**config.mk**
```make
export PLATFORM = sky130hd
export DESIGN_NAME = periph_subsystem
export DESIGN_NICKNAME = d
export VERILOG_FILES = /design/src/periph_pkg.sv /design/src/addr_decoder.sv /design/src/periph_slot.sv /design/src/rsp_collect.sv /design/src/periph_subsystem.sv
export SDC_FILE = /design/constraint.sdc
export NUM_CORES = 1
export LEC_CHECK = 0
export ABC_CLOCK_PERIOD_IN_PS = 1600
export BUFFER_PORTS_ARGS = -buffer_cell sky130_fd_sc_hd__buf_2
export CORE_MARGIN = 2
export CORE_UTILIZATION = 41
export CTS_BUF_LIST = sky130_fd_sc_hd__clkbuf_8
export DETAILED_ROUTE_END_ITERATION = 7
export PLACE_DENSITY_LB_ADDON = 0.1
export SETUP_SLACK_MARGIN = 0.05
export SYNTH_ARGS = -nofsm -noshare
export SYNTH_HDL_FRONTEND = slang
export SYNTH_HIERARCHICAL = 1
export SYNTH_SLANG_ARGS = --single-unit
```
**constraint.sdc**
```tcl
create_clock -name clk_i -period 1.6 [get_ports clk_i]
set_input_delay 0.24 -clock clk_i [delete_from_list [all_inputs] [get_ports clk_i]]
set_output_delay 0.24 -clock clk_i [all_outputs]
set_load 0.01 [all_outputs]
```
**src/periph_pkg.sv**
```systemverilog
// Shared definitions of the peripheral subsystem
// Bus widths, slot address map, slot and register selectors,
// and the data word returned with an error response

`default_nettype none

package periph_pkg;

    // ------------------------------------------------------------------------
    // Bus
    // ------------------------------------------------------------------------
    localparam int NumSlots  = 4;
    localparam int AddrWidth = 32;
    localparam int DataWidth = 32;

    // Slot order follows the interrupt source order
    typedef enum logic [1:0] {
        SLOT_UART = 2'd0,
        SLOT_SPI  = 2'd1,
        SLOT_ETH  = 2'd2,
        SLOT_GPIO = 2'd3
    } slot_e;

    // Register select, address bits 3:2
    typedef enum logic [1:0] {
        REG_OUT      = 2'd0,
        REG_IN       = 2'd1,
        REG_IRQ_EN   = 2'd2,
        REG_IRQ_STAT = 2'd3
    } reg_e;

    // ------------------------------------------------------------------------
    // Address map
    // ------------------------------------------------------------------------
    // Index 0 is the UART slot
    localparam logic [NumSlots-1:0][AddrWidth-1:0] SlotBase = {
        32'h4000_0000,
        32'h3000_0000,
        32'h2000_0000,
        32'h1000_0000
    };
    localparam logic [AddrWidth-1:0] SlotLength = 32'h0000_1000;

    localparam logic [DataWidth-1:0] ErrData = 32'hDEAD_BEEF;

endpackage

`default_nettype wire

```
**src/addr_decoder.sv**
```systemverilog
// Address decoder of the peripheral subsystem
// Registers each request and turns its address into a one-hot slot
// request, or into a miss when no slot range matches

`timescale 1ns/100ps
`default_nettype none

module addr_decoder (
    input  logic                                clk_i,
    input  logic                                rst_n_i,
    input  logic                                req_i,
    input  logic                                we_i,
    input  logic [periph_pkg::AddrWidth-1:0]    addr_i,
    input  logic [periph_pkg::DataWidth-1:0]    wdata_i,
    output logic [periph_pkg::NumSlots-1:0]     slot_req_o,
    output logic                                we_o,
    output periph_pkg::reg_e                    reg_o,
    output logic [periph_pkg::DataWidth-1:0]    wdata_o,
    output logic                                miss_o
);
    import periph_pkg::*;

    logic [NumSlots-1:0] hit;

    // ------------------------------------------------------------------------
    // Range compare
    // ------------------------------------------------------------------------
    // Last byte of a range is base plus length minus one
    always_comb begin
        for (int s = 0; s < NumSlots; s++) begin
            hit[s] = (addr_i >= SlotBase[s]) &&
                     (addr_i <= SlotBase[s] + (SlotLength - 1));
        end
    end

    // ------------------------------------------------------------------------
    // Request registers
    // ------------------------------------------------------------------------
    always_ff @(posedge clk_i) begin
        if (!rst_n_i) begin
            slot_req_o <= '0;
            miss_o     <= 1'b0;
        end else begin
            slot_req_o <= req_i ? hit : '0;
            miss_o     <= req_i && (hit == '0);
        end
    end

    // Payload follows the request
    always_ff @(posedge clk_i) begin
        if (req_i) begin
            we_o    <= we_i;
            reg_o   <= reg_e'(addr_i[3:2]);
            wdata_o <= wdata_i;
        end
    end

endmodule

`default_nettype wire

```
**src/periph_slot.sv**
```systemverilog
// One peripheral slot
// Enabled slot holds output, input sample and interrupt enable
// registers and raises a level interrupt from the masked input
// Disabled slot is an error responder with fixed read data and no state

`timescale 1ns/100ps
`default_nettype none

module periph_slot #(
    parameter bit Enable    = 1'b1,
    parameter int GpioWidth = 8
) (
    input  logic                                clk_i,
    input  logic                                rst_n_i,
    input  logic                                req_i,
    input  logic                                we_i,
    input  periph_pkg::reg_e                    reg_i,
    input  logic [periph_pkg::DataWidth-1:0]    wdata_i,
    input  logic [GpioWidth-1:0]                gpio_i,
    output logic [GpioWidth-1:0]                gpio_o,
    output logic                                irq_o,
    output logic                                rsp_valid_o,
    output logic [periph_pkg::DataWidth-1:0]    rsp_rdata_o,
    output logic                                rsp_err_o
);
    import periph_pkg::*;

    logic rsp_valid_q;

    always_ff @(posedge clk_i) begin
        if (!rst_n_i) begin
            rsp_valid_q <= 1'b0;
        end else begin
            rsp_valid_q <= req_i;
        end
    end

    assign rsp_valid_o = rsp_valid_q;

    if (Enable) begin : gen_regs
        logic [GpioWidth-1:0] out_q;
        logic [GpioWidth-1:0] in_q;
        logic [GpioWidth-1:0] irq_en_q;
        logic [GpioWidth-1:0] irq_stat;
        logic [DataWidth-1:0] rdata_d;
        logic [DataWidth-1:0] rdata_q;

        assign irq_stat = in_q & irq_en_q;

        // --------------------------------------------------------------------
        // Register file
        // --------------------------------------------------------------------
        always_ff @(posedge clk_i) begin
            if (!rst_n_i) begin
                out_q    <= '0;
                in_q     <= '0;
                irq_en_q <= '0;
            end else begin
                in_q <= gpio_i;
                if (req_i && we_i) begin
                    case (reg_i)
                        REG_OUT:    out_q    <= wdata_i[GpioWidth-1:0];
                        REG_IRQ_EN: irq_en_q <= wdata_i[GpioWidth-1:0];
                        default:    ;
                    endcase
                end
            end
        end

        // Read mux returns zero on writes
        always_comb begin
            rdata_d = '0;
            if (!we_i) begin
                case (reg_i)
                    REG_OUT:      rdata_d[GpioWidth-1:0] = out_q;
                    REG_IN:       rdata_d[GpioWidth-1:0] = in_q;
                    REG_IRQ_EN:   rdata_d[GpioWidth-1:0] = irq_en_q;
                    REG_IRQ_STAT: rdata_d[GpioWidth-1:0] = irq_stat;
                    default:      rdata_d = '0;
                endcase
            end
        end

        always_ff @(posedge clk_i) begin
            if (req_i) begin
                rdata_q <= rdata_d;
            end
        end

        assign gpio_o      = out_q;
        assign irq_o       = |irq_stat;
        assign rsp_rdata_o = rdata_q;
        assign rsp_err_o   = 1'b0;
    end else begin : gen_err
        // Every access fails and nothing is stored
        assign gpio_o      = '0;
        assign irq_o       = 1'b0;
        assign rsp_rdata_o = ErrData;
        assign rsp_err_o   = 1'b1;
    end

endmodule

`default_nettype wire

```
**src/rsp_collect.sv**
```systemverilog
// Response collector
// Merges the slot responses into one response port and turns a
// decoder miss, delayed to line up with the slots, into an error

`timescale 1ns/100ps
`default_nettype none

module rsp_collect (
    input  logic                                                    clk_i,
    input  logic                                                    rst_n_i,
    input  logic [periph_pkg::NumSlots-1:0]                         slot_valid_i,
    input  logic [periph_pkg::NumSlots-1:0][periph_pkg::DataWidth-1:0] slot_rdata_i,
    input  logic [periph_pkg::NumSlots-1:0]                         slot_err_i,
    input  logic                                                    miss_i,
    output logic                                                    rsp_valid_o,
    output logic [periph_pkg::DataWidth-1:0]                        rdata_o,
    output logic                                                    err_o
);
    import periph_pkg::*;

    logic miss_q;

    // Same latency as a slot
    always_ff @(posedge clk_i) begin
        if (!rst_n_i) begin
            miss_q <= 1'b0;
        end else begin
            miss_q <= miss_i;
        end
    end

    // ------------------------------------------------------------------------
    // Merge
    // ------------------------------------------------------------------------
    // At most one source is valid per cycle, so an AND-OR mux is enough
    always_comb begin
        rdata_o = '0;
        err_o   = 1'b0;
        for (int s = 0; s < NumSlots; s++) begin
            if (slot_valid_i[s]) begin
                rdata_o = rdata_o | slot_rdata_i[s];
                err_o   = err_o | slot_err_i[s];
            end
        end
        if (miss_q) begin
            rdata_o = ErrData;
            err_o   = 1'b1;
        end
    end

    assign rsp_valid_o = (|slot_valid_i) | miss_q;

endmodule

`default_nettype wire

```
**src/periph_subsystem.sv**
```systemverilog
// Peripheral subsystem top level
// Address decoder, one slot per peripheral region, response collector

`timescale 1ns/100ps
`default_nettype none

module periph_subsystem #(
    // UART and GPIO enabled by default
    parameter logic [periph_pkg::NumSlots-1:0] SlotEnable =
        (4'b1 << periph_pkg::SLOT_UART) | (4'b1 << periph_pkg::SLOT_GPIO),
    parameter int GpioWidth = 8
) (
    input  logic                                            clk_i,
    input  logic                                            rst_n_i,
    input  logic                                            req_i,
    input  logic                                            we_i,
    input  logic [periph_pkg::AddrWidth-1:0]                addr_i,
    input  logic [periph_pkg::DataWidth-1:0]                wdata_i,
    input  logic [periph_pkg::NumSlots-1:0][GpioWidth-1:0]  gpio_i,
    output logic [periph_pkg::NumSlots-1:0][GpioWidth-1:0]  gpio_o,
    output logic [periph_pkg::NumSlots-1:0]                 irq_o,
    output logic                                            rsp_valid_o,
    output logic [periph_pkg::DataWidth-1:0]                rdata_o,
    output logic                                            err_o
);
    import periph_pkg::*;

    logic [NumSlots-1:0]                slot_req;
    logic                               slot_we;
    reg_e                               slot_reg;
    logic [DataWidth-1:0]               slot_wdata;
    logic                               miss;
    logic [NumSlots-1:0]                slot_valid;
    logic [NumSlots-1:0][DataWidth-1:0] slot_rdata;
    logic [NumSlots-1:0]                slot_err;

    addr_decoder u_decoder (
        .clk_i      (clk_i),
        .rst_n_i    (rst_n_i),
        .req_i      (req_i),
        .we_i       (we_i),
        .addr_i     (addr_i),
        .wdata_i    (wdata_i),
        .slot_req_o (slot_req),
        .we_o       (slot_we),
        .reg_o      (slot_reg),
        .wdata_o    (slot_wdata),
        .miss_o     (miss)
    );

    // ------------------------------------------------------------------------
    // Slots
    // ------------------------------------------------------------------------
    for (genvar s = 0; s < NumSlots; s++) begin : gen_slot
        periph_slot #(
            .Enable    (SlotEnable[s]),
            .GpioWidth (GpioWidth)
        ) u_slot (
            .clk_i       (clk_i),
            .rst_n_i     (rst_n_i),
            .req_i       (slot_req[s]),
            .we_i        (slot_we),
            .reg_i       (slot_reg),
            .wdata_i     (slot_wdata),
            .gpio_i      (gpio_i[s]),
            .gpio_o      (gpio_o[s]),
            .irq_o       (irq_o[s]),
            .rsp_valid_o (slot_valid[s]),
            .rsp_rdata_o (slot_rdata[s]),
            .rsp_err_o   (slot_err[s])
        );
    end

    rsp_collect u_collect (
        .clk_i        (clk_i),
        .rst_n_i      (rst_n_i),
        .slot_valid_i (slot_valid),
        .slot_rdata_i (slot_rdata),
        .slot_err_i   (slot_err),
        .miss_i       (miss),
        .rsp_valid_o  (rsp_valid_o),
        .rdata_o      (rdata_o),
        .err_o        (err_o)
    );

endmodule

`default_nettype wire

```
# Word level (Yosys, flattened, before mapping)
# Cells that the tools add are included.
# totals
regBits	133
inputBits	100
out_inout_bits	70
word_cells	62
# classes
order_cmp	8
eq_ne	3
muxes	10
n_bitwise	4
reduce_logical	17
# op_table
operator	n
two-way mux 32 bit	5
>= comparator 32 x 30 -> 1 bit, second input constant	2
<= comparator 32 x 30 -> 1 bit, second input constant	2
one-hot mux 8 bit (4 select lines)	2
>= comparator 32 x 29 -> 1 bit, second input constant	1
>= comparator 32 x 31 -> 1 bit, second input constant	1
<= comparator 32 x 29 -> 1 bit, second input constant	1
<= comparator 32 x 31 -> 1 bit, second input constant	1
bitwise OR 32 bit	1
AND 8 bit	2
OR reduction 8 bit	2
AND reduction 2 bit	5
logical AND 1 bit	7
equality test 2 bit, second input constant	2
zero test 4 bit	1
OR reduction 4 bit	1
two-way mux 1 bit	3
equality test 2 x 1 -> 1 bit, second input constant	1
zero test 2 bit	1
bitwise OR 1 bit	1

# Longest topological paths before layout
# Gate-level depths: netlist of the first run.
# logic_depth
depth_word	6
mapped_depth	4
mapped_depth_nobuf	3

# By module
# The synthesis of the first run kept the hierarchy.
# by_module_without_submodules
mod	n_inst	cells_each	area_each_um2	seq_area_each_um2
periph_slot (gen_slot[0].u_slot ...)	2	155	1560.2	740.7
addr_decoder	1	59	1282.5	1151.1
rsp_collect	1	124	834.6	20.0
periph_slot (gen_slot[1].u_slot ...)	2	46	349.1	20.0

# Worst setup path before layout of the first run
# Ideal clock, no wire load.
# synth_timing
path_type	reg2reg
start	reg u_decoder.reg_o[0]
end	reg gen_slot[0].u_slot.gen_regs.rdata_q[5] (data pin)
setup_ps	190
arrival_ps	1083
required_time_ps	1410
path_slack_ps	326
path_stages_with_launch	4
path_buffers	1
synth_period_minus_slack_ps	1274
cell_sequence	edfxtp_1 > buf_4 > nor2b_1 > a2111oi_2
# synth_between
elab_chain_cells	2
elab_cells_between_ends	5
cone_classes	eq/ne (3); mux (1); reduce/logical (1)
# synth_lines
item	line	text
start, declared	addr_decoder.sv:17	output periph_pkg::reg_e reg_o,
start signal, assigned	addr_decoder.sv:53	reg_o <= reg_e'(addr_i[3:2]);
equality test 2 bit (tied with other cells)	periph_slot.sv:74	case (reg_i)
one-hot mux 8 bit (4 select lines) (*)	periph_slot.sv:74	
end signal, assigned	periph_slot.sv:86	rdata_q <= rdata_d;
end, declared	periph_slot.sv:46	logic [DataWidth-1:0] rdata_q;
# Every way passes the cells marked *; elsewhere a longest branch is shown, timed or not.
# A chain may end at the register's enable or synchronous reset.

# Final worst setup path of the first run
# layout_timing
start	reg gen_slot[1].u_slot.rsp_valid_q
end	out rdata_o[1] (netlist name)
# layout_between
elab_chain_cells	5
# layout_lines
item	line	text
start, declared	periph_slot.sv:28	logic rsp_valid_q;
start signal, assigned	periph_slot.sv:34	rsp_valid_q <= req_i;
two-way mux 32 bit (*) (2 in a row)	rsp_collect.sv:40	if (slot_valid_i[s]) begin
bitwise OR 32 bit	rsp_collect.sv:41	rdata_o = rdata_o | slot_rdata_i[s];
two-way mux 32 bit (*)	rsp_collect.sv:40	
two-way mux 32 bit (*)	rsp_collect.sv:45	if (miss_q) begin
end, declared	periph_subsystem.sv:23	output logic [periph_pkg::DataWidth-1:0] rdata_o,
# Marked as above.

==> qor.yml, run 1 <==
finalCritPeriodShare_pct: 105
h-tree-depth: 3
utilization_pct: 46.4
drc: 0
synth_area_um2: 5220
reg2reg_from: "u_decoder/reg_o[0]"
cts_buffers: 9
rsz0062_at_grt: "true"
finalCriticalPeriod_ps: 1680
crit_type: "reg2out"
clkTransAtPathRegs_ps: 80
holdPathEnd: "u_decoder/wdata_o[1]"
violations: "negative setup slack"
setup_viol: 23
grt_usage_pct: 16.9
viasPerCell: 4.42
place_inst: 813
drive_above_1_share_pct: 25.3
num_vias: 3699
ant_nets: 0
synth_warnings: 6
firstDrtPassIters: 5
fp-row-count: 41
cts-root-buf: "clkbuf_8"
max_freq_mhz: 595
cts_sinks: 85
io_buffers: 94
fp.dieW_um: 117
cts_buffer_depth: 2
skew_ps: 9.01
area_growth_pct: 11.3
grt_pass1_wl_um: 17900
dieHeight_um: 117
worst_setup_path_start_kind: "register"
total_leakage_power_uw: 0.00262
hp-start: "wdata_i[1]"
antenna_found_initial: 0
clock_latency_ps: 360
cap_violations: 0
relSlewSlack_pct: 64.5
reg2reg_to: "gen_slot[0].u_slot/rsp_rdata_o[4]"
crit_required_ps: 1360
rrSetupSlack_ps: 100
dp_hpwl_um: 7960
initial_core_util_pct: 41.7
drtIter0Drc: 304
grt_pass1_vias: 3540
routed_wl_um: 11000
avgRoutedWirePerCell_um: 13.1
final_cell_mix: "conb_1 (134), buf_2 (94), nand2_1 (76)"
endpoint_kind: "output pin"
hold_viol: 0
syn_avg_cell_area_um2: 9.30
grt_max_degree: 37
synth_cells: 561
setup_slack_ps: -81.4
place.gp.congestion: 0.809
status: "complete, but fails checks"
critPathArrivalTime_ps: 1440
cts_tree: "built"
fin_nets: 760
final_common_cell: "conb_1"
hp-class: "in2reg"
fp.coreArea_um2: 12500
holdWs_ps: 48.9
antenna_cells: 0
holdPathStages: 1
ios: 170
die_area_um2: 13600
fin_cells: 837
ir_worst_vdd_v: 0.000537
tightestPinTransition_ps: 531
p_per_area_nw_per_um2: 771
crit_path_max_fanout: 29
ff2ff_path_depth: 3
grt-ovfl-total: 0
slew_viol_final: 0
==> power by group <==
part	internal [uW]	total [uW]	switching, uW
sequential	2270	2300	31.4
combinational	184	455	272
clock	967	1720	751
total	3420	4470	1050
==> area by class of cell <==
| type | instances | area [um^2] |
|---|---|---|
| fillers | 1261 | 6710 |
| multi-input cells | 417 | 2430 |
| flip-flops and latches | 85 | 1980 |
| repair buffers | 130 | 881 |
| well taps | 172 | 215 |
| clock buffers | 11 | 151 |
| clock inverters | 5 | 82.6 |
| inverters | 17 | 63.8 |
==> flip-flops by register name, summed over array words and instances (netlist names) <==
signal and cells:
gen_slot.u_slot/gen_regs.in_q 16, gen_slot.u_slot/gen_regs.irq_en_q 16, gen_slot.u_slot/gpio_o 16, gen_slot.u_slot/rsp_rdata_o 16, u_decoder/wdata_o 8, gen_slot.u_slot/rsp_valid_o 4
u_decoder/slot_req_o 4, u_decoder/reg_o 2, u_collect/miss_q 1, u_decoder/miss_o 1, u_decoder/we_o 1
==> through the flow <==
step           total power, uW  area (um^2)  setup slack, ps  setup TNS, ps
6_report                  4470         5800            -81.4           -736
5_1_grt                   4710         5800             -218          -3250
4_1_cts                   4520         5710             -124          -1850
3_5_place_dp              2790         5380             -115           -149
3_3_place_gp              2790         5380             -126           -232
2_1_floorplan             2840         5700              326              0
==> layer usage <==
layer / up-vias / global-route usage, % / routed length, um / share of wire (%)
met5: - / 0 / 0 / 0
met4: 0 / 5.41 / 141 / 1.3
met3: 11 / 2.83 / 450 / 4.1
met2: 92 / 28.1 / 5350 / 49
met1: 1683 / 22.4 / 5070 / 46
li1: 1913 / - / - / -
==> worst max path at each step <==
stage                     depth (start not counted)  slack (ps)                           endpoint                      startpoint
after floorplan                                   3         330  gen_slot[0].u_slot/rsp_rdata_o[5]              u_decoder/reg_o[0]
final                                             4         -80                         rdata_o[1]  gen_slot[1].u_slot/rsp_valid_o
after CTS                                         4        -120                         rdata_o[7]  gen_slot[1].u_slot/rsp_valid_o
after global routing                              4        -220                         rdata_o[2]  gen_slot[0].u_slot/rsp_valid_o
after global placement                            4        -130  gen_slot[3].u_slot/rsp_rdata_o[4]              u_decoder/reg_o[0]
after detailed placement                          4        -110  gen_slot[3].u_slot/rsp_rdata_o[4]              u_decoder/reg_o[0]
==> critical path, stage by stage, from the launching register on <==
cell      delay [ps]
dfxtp_2          340
buf_12           160
a222oi_1         340
nand2_1           80
buf_2            160
==> timing repair <==
item / 4_1_cts / 5_1_grt
resized for setup: 18 / 19
hold buffers: 0 / 0
pin swaps: 25 / 16
buffers inserted: 6 / 3
setup endpoints to repair: 31 / 32
Note: power is estimated with default switching activity, not from simulation.
==> inputs of run 2 (changes only) <==
--- a/config.mk
+++ b/config.mk
@@ -12,6 +12,7 @@
 export CTS_BUF_LIST = sky130_fd_sc_hd__clkbuf_8
 export DETAILED_ROUTE_END_ITERATION = 7
 export PLACE_DENSITY_LB_ADDON = 0.1
+export RECOVER_POWER = 25
 export SETUP_SLACK_MARGIN = 0.05
 export SYNTH_ARGS = -nofsm -noshare
 export SYNTH_HDL_FRONTEND = slang
==> run 2 against run 1 <==
Effect of this change:
- the flow still finishes with violations (negative setup slack)
- fmax shrank 0.34%
- critical path depth is the same
- worst setup slack lost 5.8 ps
- via count shrank 0.14%
- sequential power is essentially flat
- clock power is essentially flat
- first-iteration DRC count grew 0.99%
- flip-flop and latch count is the same
- clock skew grew 1.9 ps
- power is essentially flat
- register-to-register slack is essentially flat
- critical path type unchanged
- largest cell class unchanged
==> qor.yml, run 2 (same netlist as run 1, synthesis figures left out) <==
status: "complete, but fails checks"
violations: "negative setup slack"
finalCritPeriodShare_pct: 105  # +0.36 points
crit_type: "reg2out"
total_leakage_power_uw: 0.00261  # -0.63%
drive_above_1_share_pct: 24.8  # -0.45 points
path_cells: "buf_12, a222oi_1, nand2_1, buf_2"
cap_violations: 0  # unchanged
holdPathEnd: "u_decoder/wdata_o[1]"
multi_input_area_um2: 2430  # unchanged
ir_worst_vdd_v: 0.000541  # +0.73%
avgRoutedWirePerCell_um: 13.2  # +0.44%
firstDrtPassIters: 6  # +1
clkTransAtPathRegs_ps: 90  # about the same
dp_slack_ps: -115  # unchanged
fp-row-count: 41  # unchanged
drtIter0Drc: 307  # +0.99%
clock_latency_ps: 360  # about the same
cts-root-buf: "clkbuf_8"
grt_usage_pct: 16.9  # unchanged
cts_tree: "built"
tightestPinTransition_ps: 584  # +53.1 ps
endpoint_kind: "output pin"
fp.dieW_um: 117  # unchanged
rrSetupSlack_ps: 110  # about the same
dieHeight_um: 117  # unchanged
routed_wl_um: 11100  # +0.44%
dp_hpwl_um: 7960  # unchanged
reg2reg_from: "u_decoder/reg_o[0]"
holdPathStages: 1  # unchanged
setup_viol: 23  # unchanged
io_buffers: 94  # unchanged
hold_viol: 0  # unchanged
max_freq_mhz: 593  # -0.34%
ff2ff_path_depth: 3  # unchanged
grt-ovfl-total: 0  # unchanged
crit_slowest_cell: "dfxtp_2"
final_common_cell: "conb_1"
antenna_cells: 0  # unchanged
final_cell_mix: "conb_1 (134), buf_2 (92), nand2_1 (76)"
hp-class: "in2reg"
reg2reg_to: "gen_slot[0].u_slot/rsp_rdata_o[4]"
grt_pass1_vias: 3540  # unchanged
slew_viol_final: 0  # unchanged
slowest_delay_ps: 340  # about the same
h-tree-depth: 3  # unchanged
rsz0062_at_grt: "true"
holdWs_ps: 45.0  # -3.92 ps
grt_max_degree: 37  # unchanged
cts_buffers: 9  # unchanged
relSlewSlack_pct: 61.0  # -3.5 points
setup_slack_ps: -87.2  # -5.81 ps
setup_tns_ps: -826  # -89.5 ps
hp-start: "wdata_i[1]"
area_growth_pct: 10.9
skew_ps: 10.9  # +1.92 ps
die_area_um2: 13600  # unchanged
drc: 0  # unchanged
p_per_area_nw_per_um2: 773  # +0.35%
fin_cells: 837  # unchanged
place_inst: 813  # unchanged
cts_sinks: 85  # unchanged
ios: 170  # unchanged
crit_required_ps: 1360  # about the same
cts.hold.buffers_added: 0  # unchanged
critPathArrivalTime_ps: 1450  # about the same
viasPerCell: 4.41  # -0.14%
finalCriticalPeriod_ps: 1690  # +5.81 ps
worst_setup_path_start_kind: "register"
grt_pass1_wl_um: 17900  # unchanged
n_fill_cell: 1267  # +0.48%
cts_buffer_depth: 2  # unchanged
area.sequential_um2: 1980  # unchanged
crit_path_max_fanout: 29  # unchanged
initial_core_util_pct: 41.7  # unchanged
num_vias: 3694  # -0.14%
fin_nets: 760  # unchanged
antenna_found_initial: 0  # unchanged
place.gp.congestion: 0.809  # unchanged
fp.coreArea_um2: 12500  # unchanged
ant_nets: 0  # unchanged
## run 2: changes by cell type in the layout (fill, tap and decap cells not counted), sizes merged
cell | previous run | this run
clkbuf | 11 | 15
buf | 130 | 126
## run 2: cell type report
cell class	instances	area share [%]
sequential	85	34.3
clock inverter	5	1.43
inverter	17	1.10
multi-input combinational	417	42.0
timing repair buffer	130	14.9
tap	172	3.72
clock buffer	11	2.62
## run 2: critical path: cells and delay by family (launching register included)
kind                   cells  cell delay (ps)
AOI/OAI and AO/OA          1              340
and+or+nand+nor            1               80
buffers and inverters      2              320
DFF                        1              340
## run 2: per-layer routing
metal  vias to the layer above  part of all wire, %  GRT usage, %  wire length, um
li1                       1910                    -             -                -
met1                      1683                   46          22.4             5060
met2                        90                   48          28.1             5350
met3                        11                  4.3          2.83              479
met4                         0                  1.4          5.41              155
met5                         -                    0             0                0
## run 2: repair_timing
item / CTS / global route
setup buffers: 6 / 3
hold endpoints to repair: 0 / 0
pin swaps: 25 / 16
resized for setup: 18 / 19
gates cloned: 0 / 0
endpoints found under the setup margin: 31 / 32
## run 2: how the worst max path moves through the flow
| stage | start | end | slack (ps) | cells after the start |
|---|---|---|---|---|
| after floorplan | u_decoder/reg_o[0] | gen_slot[0].u_slot/rsp_rdata_o[5] | 330 | 3 |
| after global placement | u_decoder/reg_o[0] | gen_slot[3].u_slot/rsp_rdata_o[4] | -130 | 4 |
| after detailed placement | u_decoder/reg_o[0] | gen_slot[3].u_slot/rsp_rdata_o[4] | -110 | 4 |
| after CTS | gen_slot[1].u_slot/rsp_valid_o | rdata_o[7] | -120 | 4 |
| after global routing | gen_slot[0].u_slot/rsp_valid_o | rdata_o[2] | -220 | 4 |
| final | gen_slot[1].u_slot/rsp_valid_o | rdata_o[1] | -90 | 4 |
## run 2: through the flow
step | total power [uW] | utilization (%) | cell area, um^2
final | 4470 | 46.2 | 5780
after global routing | 4700 | 46.2 | 5780
after CTS | 4520 | 45.7 | 5710
after detailed placement | 2790 | 43.0 | 5380
after global placement | 2790 | 43.0 | 5380
after floorplan | 2840 | - | 5700
## run 2: report_power, final
group | internal (uW) | leakage, uW | switching, uW
clock | 967 | 0.000120 | 756
combinational | 178 | 0.00179 | 271
sequential | 2270 | 0.000699 | 31.4
total | 3410 | 0.00261 | 1060
==> inputs of run 3 (changes only) <==
--- a/config.mk
+++ b/config.mk
@@ -5,12 +5,13 @@
 export SDC_FILE = /design/constraint.sdc
 export NUM_CORES = 1
 export LEC_CHECK = 0
-export ABC_CLOCK_PERIOD_IN_PS = 1600
+export ABC_CLOCK_PERIOD_IN_PS = 1430
 export BUFFER_PORTS_ARGS = -buffer_cell sky130_fd_sc_hd__buf_2
 export CORE_MARGIN = 2
 export CORE_UTILIZATION = 41
 export CTS_BUF_LIST = sky130_fd_sc_hd__clkbuf_8
 export DETAILED_ROUTE_END_ITERATION = 7
+export GPL_TIMING_DRIVEN = 0
 export PLACE_DENSITY_LB_ADDON = 0.1
 export RECOVER_POWER = 25
 export SETUP_SLACK_MARGIN = 0.05
@@ -18,3 +19,4 @@
 export SYNTH_HDL_FRONTEND = slang
 export SYNTH_HIERARCHICAL = 1
 export SYNTH_SLANG_ARGS = --single-unit
+export TNS_END_PERCENT = 5
==> constraint.sdc (replaced) <==
create_clock -name clk_i -period 1.43 [get_ports clk_i]
set_input_delay 0.2145 -clock clk_i [delete_from_list [all_inputs] [get_ports clk_i]]
set_output_delay 0.2145 -clock clk_i [all_outputs]
set_load 0.01 [all_outputs]
==> run 3 against run 2 <==
Effect of this change:
- the flow still finishes with violations (negative setup slack)
- highest routed layer unchanged
- non-clock buffer count increased by 141
- core utilization up 8.0 points
- sequential share of layout area down 5.0 points
- global-route usage grew 1.6 points
- first-iteration DRC count fell by 12%
- clock power is 12% lower
- largest power group unchanged
- flip-flop and latch count is the same
- worst setup slack worse by 190 ps
- final area increased by 17%
- count of clock-buffer cells in the layout unchanged
==> qor.yml, run 3 (same netlist as run 1, synthesis figures left out) <==
status: "complete, but fails checks"
violations: "negative setup slack"
area_growth_pct: 30.1
max_freq_mhz: 586
grt_max_degree: 19  # -49%
firstDrtPassIters: 6  # unchanged
dp_slack_ps: -450  # -336 ps
ant_nets: 0  # unchanged
ios: 170  # unchanged
hp-start: "we_i"
fin_cells: 978  # +17%
final_cell_mix: "buf_4 (147), conb_1 (134), buf_2 (93)"
antenna_found_initial: 0  # unchanged
fp-row-count: 41  # unchanged
crit_start: "gen_slot[0].u_slot/rsp_valid_o"
setup_slack_ps: -276  # -189 ps
n_fill_cell: 1213  # -4.3%
crit_type: "reg2out"
ir_worst_vdd_v: 0.000736  # +36%
cap_violations: 0  # unchanged
ff2ff_path_depth: 4  # +1
drc: 0  # unchanged
drtIter0Drc: 269  # -12%
routed_wl_um: 12400  # +12%
crit_cells: 4  # unchanged
grt_pass1_wl_um: 19400  # +8.5%
dieHeight_um: 117  # unchanged
rsz0062_at_grt: "true"
place_inst: 955  # +17%
setup_viol: 53  # +130%
power_uw: 4890  # +9.4%
cts_tree: "built"
crit_path_max_fanout: 8  # -72%
finalCritPeriodShare_pct: 119
initial_core_util_pct: 41.7  # unchanged
hp-class: "in2reg"
endpoint_kind: "output pin"
crit_slowest_cell: "a222oi_1"
total_leakage_power_uw: 0.00327  # +25%
drive_above_1_share_pct: 38.0  # +13 points
hold_viol: 0  # unchanged
skew_ps: 9.27  # -1.66 ps
fp.coreArea_um2: 12500  # unchanged
slew_viol_final: 0  # unchanged
critPathArrivalTime_ps: 1490  # +40 ps
cts_sinks: 85  # unchanged
avgRoutedWirePerCell_um: 12.7  # -4.2%
grt-ovfl-total: 0  # unchanged
path_cells: "buf_8, a222oi_1, nand2_1, buf_2"
tightestPinTransition_ps: 730  # +146 ps
slowest_delay_ps: 370  # +30 ps
final_common_cell: "buf_4"
antenna_cells: 0  # unchanged
grt_usage_pct: 18.4  # +1.6 points
cts_buffer_depth: 2  # unchanged
multi_input_area_um2: 2450  # +1.1%
cp_top_family: "compound AO/OA/AOI/OAI gates"
cts_buffers: 9  # unchanged
dp_hpwl_um: 9370  # +18%
io_buffers: 94  # unchanged
finalCriticalPeriod_ps: 1710
fp.dieW_um: 117  # unchanged
rrSetupSlack_ps: -220  # -330 ps
fin_nets: 901  # +19%
cts-root-buf: "clkbuf_8"
relSlewSlack_pct: 51.3  # -9.7 points
die_area_um2: 13600  # unchanged
reg2reg_to: "gen_slot[0].u_slot/gen_regs.irq_en_q[0]"
critPathCapture: "rdata_o[5]"
worst_setup_path_start_kind: "register"
clkTransAtPathRegs_ps: 80  # about the same
reg2reg_from: "u_decoder/we_o"
grt_pass1_vias: 4110  # +16%
place.gp.congestion: 0.812  # +0.40%
viasPerCell: 4.37  # -1.1%
crit_required_ps: 1220  # -140 ps
area.sequential_um2: 1980  # about the same
critPathBufInv: 2  # unchanged
h-tree-depth: 3  # unchanged
clock_latency_ps: 360  # about the same
p_per_area_nw_per_um2: 721  # -6.7%
num_vias: 4270  # +16%
cts.hold.buffers_added: 0  # unchanged
## run 3: layer usage
metal / routed length [um] / up-vias / track usage [%]
met2: 6290 / 114 / 33.5
met5: 0 / - / 0
met1: 5230 / 1948 / 21.8
li1: - / 2194 / -
met3: 629 / 14 / 3.04
met4: 233 / 0 / 7.14
## run 3: final cells by class
cell class | count | area share, %
multi-input cells | 417 | 36.2
flip-flops and latches | 85 | 29.2
plain buffers | 167 | 19.5
repair buffers | 104 | 8.36
well taps | 172 | 3.17
clock buffers | 11 | 2.23
inverters | 17 | 0.941
clock inverters | 5 | 0.369
## run 3: stage by stage
stage	utilization [%]	area (um^2)	setup TNS [ps]	hold slack (ps)
floorplan	-	5700	0	293
global placement	51.0	6380	-4470	391
detailed placement	51.0	6380	-6240	393
CTS	53.5	6690	-10110	9.80
global route	54.2	6780	-14130	9.87
finish	54.2	6780	-9590	27.1
## run 3: worst min path at each step
| stage | to | slack (ps) | cells past startpoint |
|---|---|---|---|
| finish | u_decoder/we_o | 30 | 1 |
| global placement | u_decoder/wdata_o[5] | 390 | 1 |
| CTS | u_decoder/reg_o[0] | 10 | 1 |
| floorplan | u_decoder/slot_req_o[1] | 290 | 1 |
| detailed placement | u_decoder/wdata_o[7] | 390 | 1 |
| global route | u_decoder/wdata_o[0] | 10 | 1 |
## run 3: repair_timing
action,in CTS,in global routing
buffers inserted,5,5
setup endpoints to repair,77,77
pin swaps,38,20
resized for setup,29,24
## run 3: where the power goes
group | switching (uW) | internal, uW | total, uW
sequential | 47.2 | 2540 | 2590
clock | 809 | 710 | 1520
combinational | 354 | 433 | 787
total | 1210 | 3680 | 4890
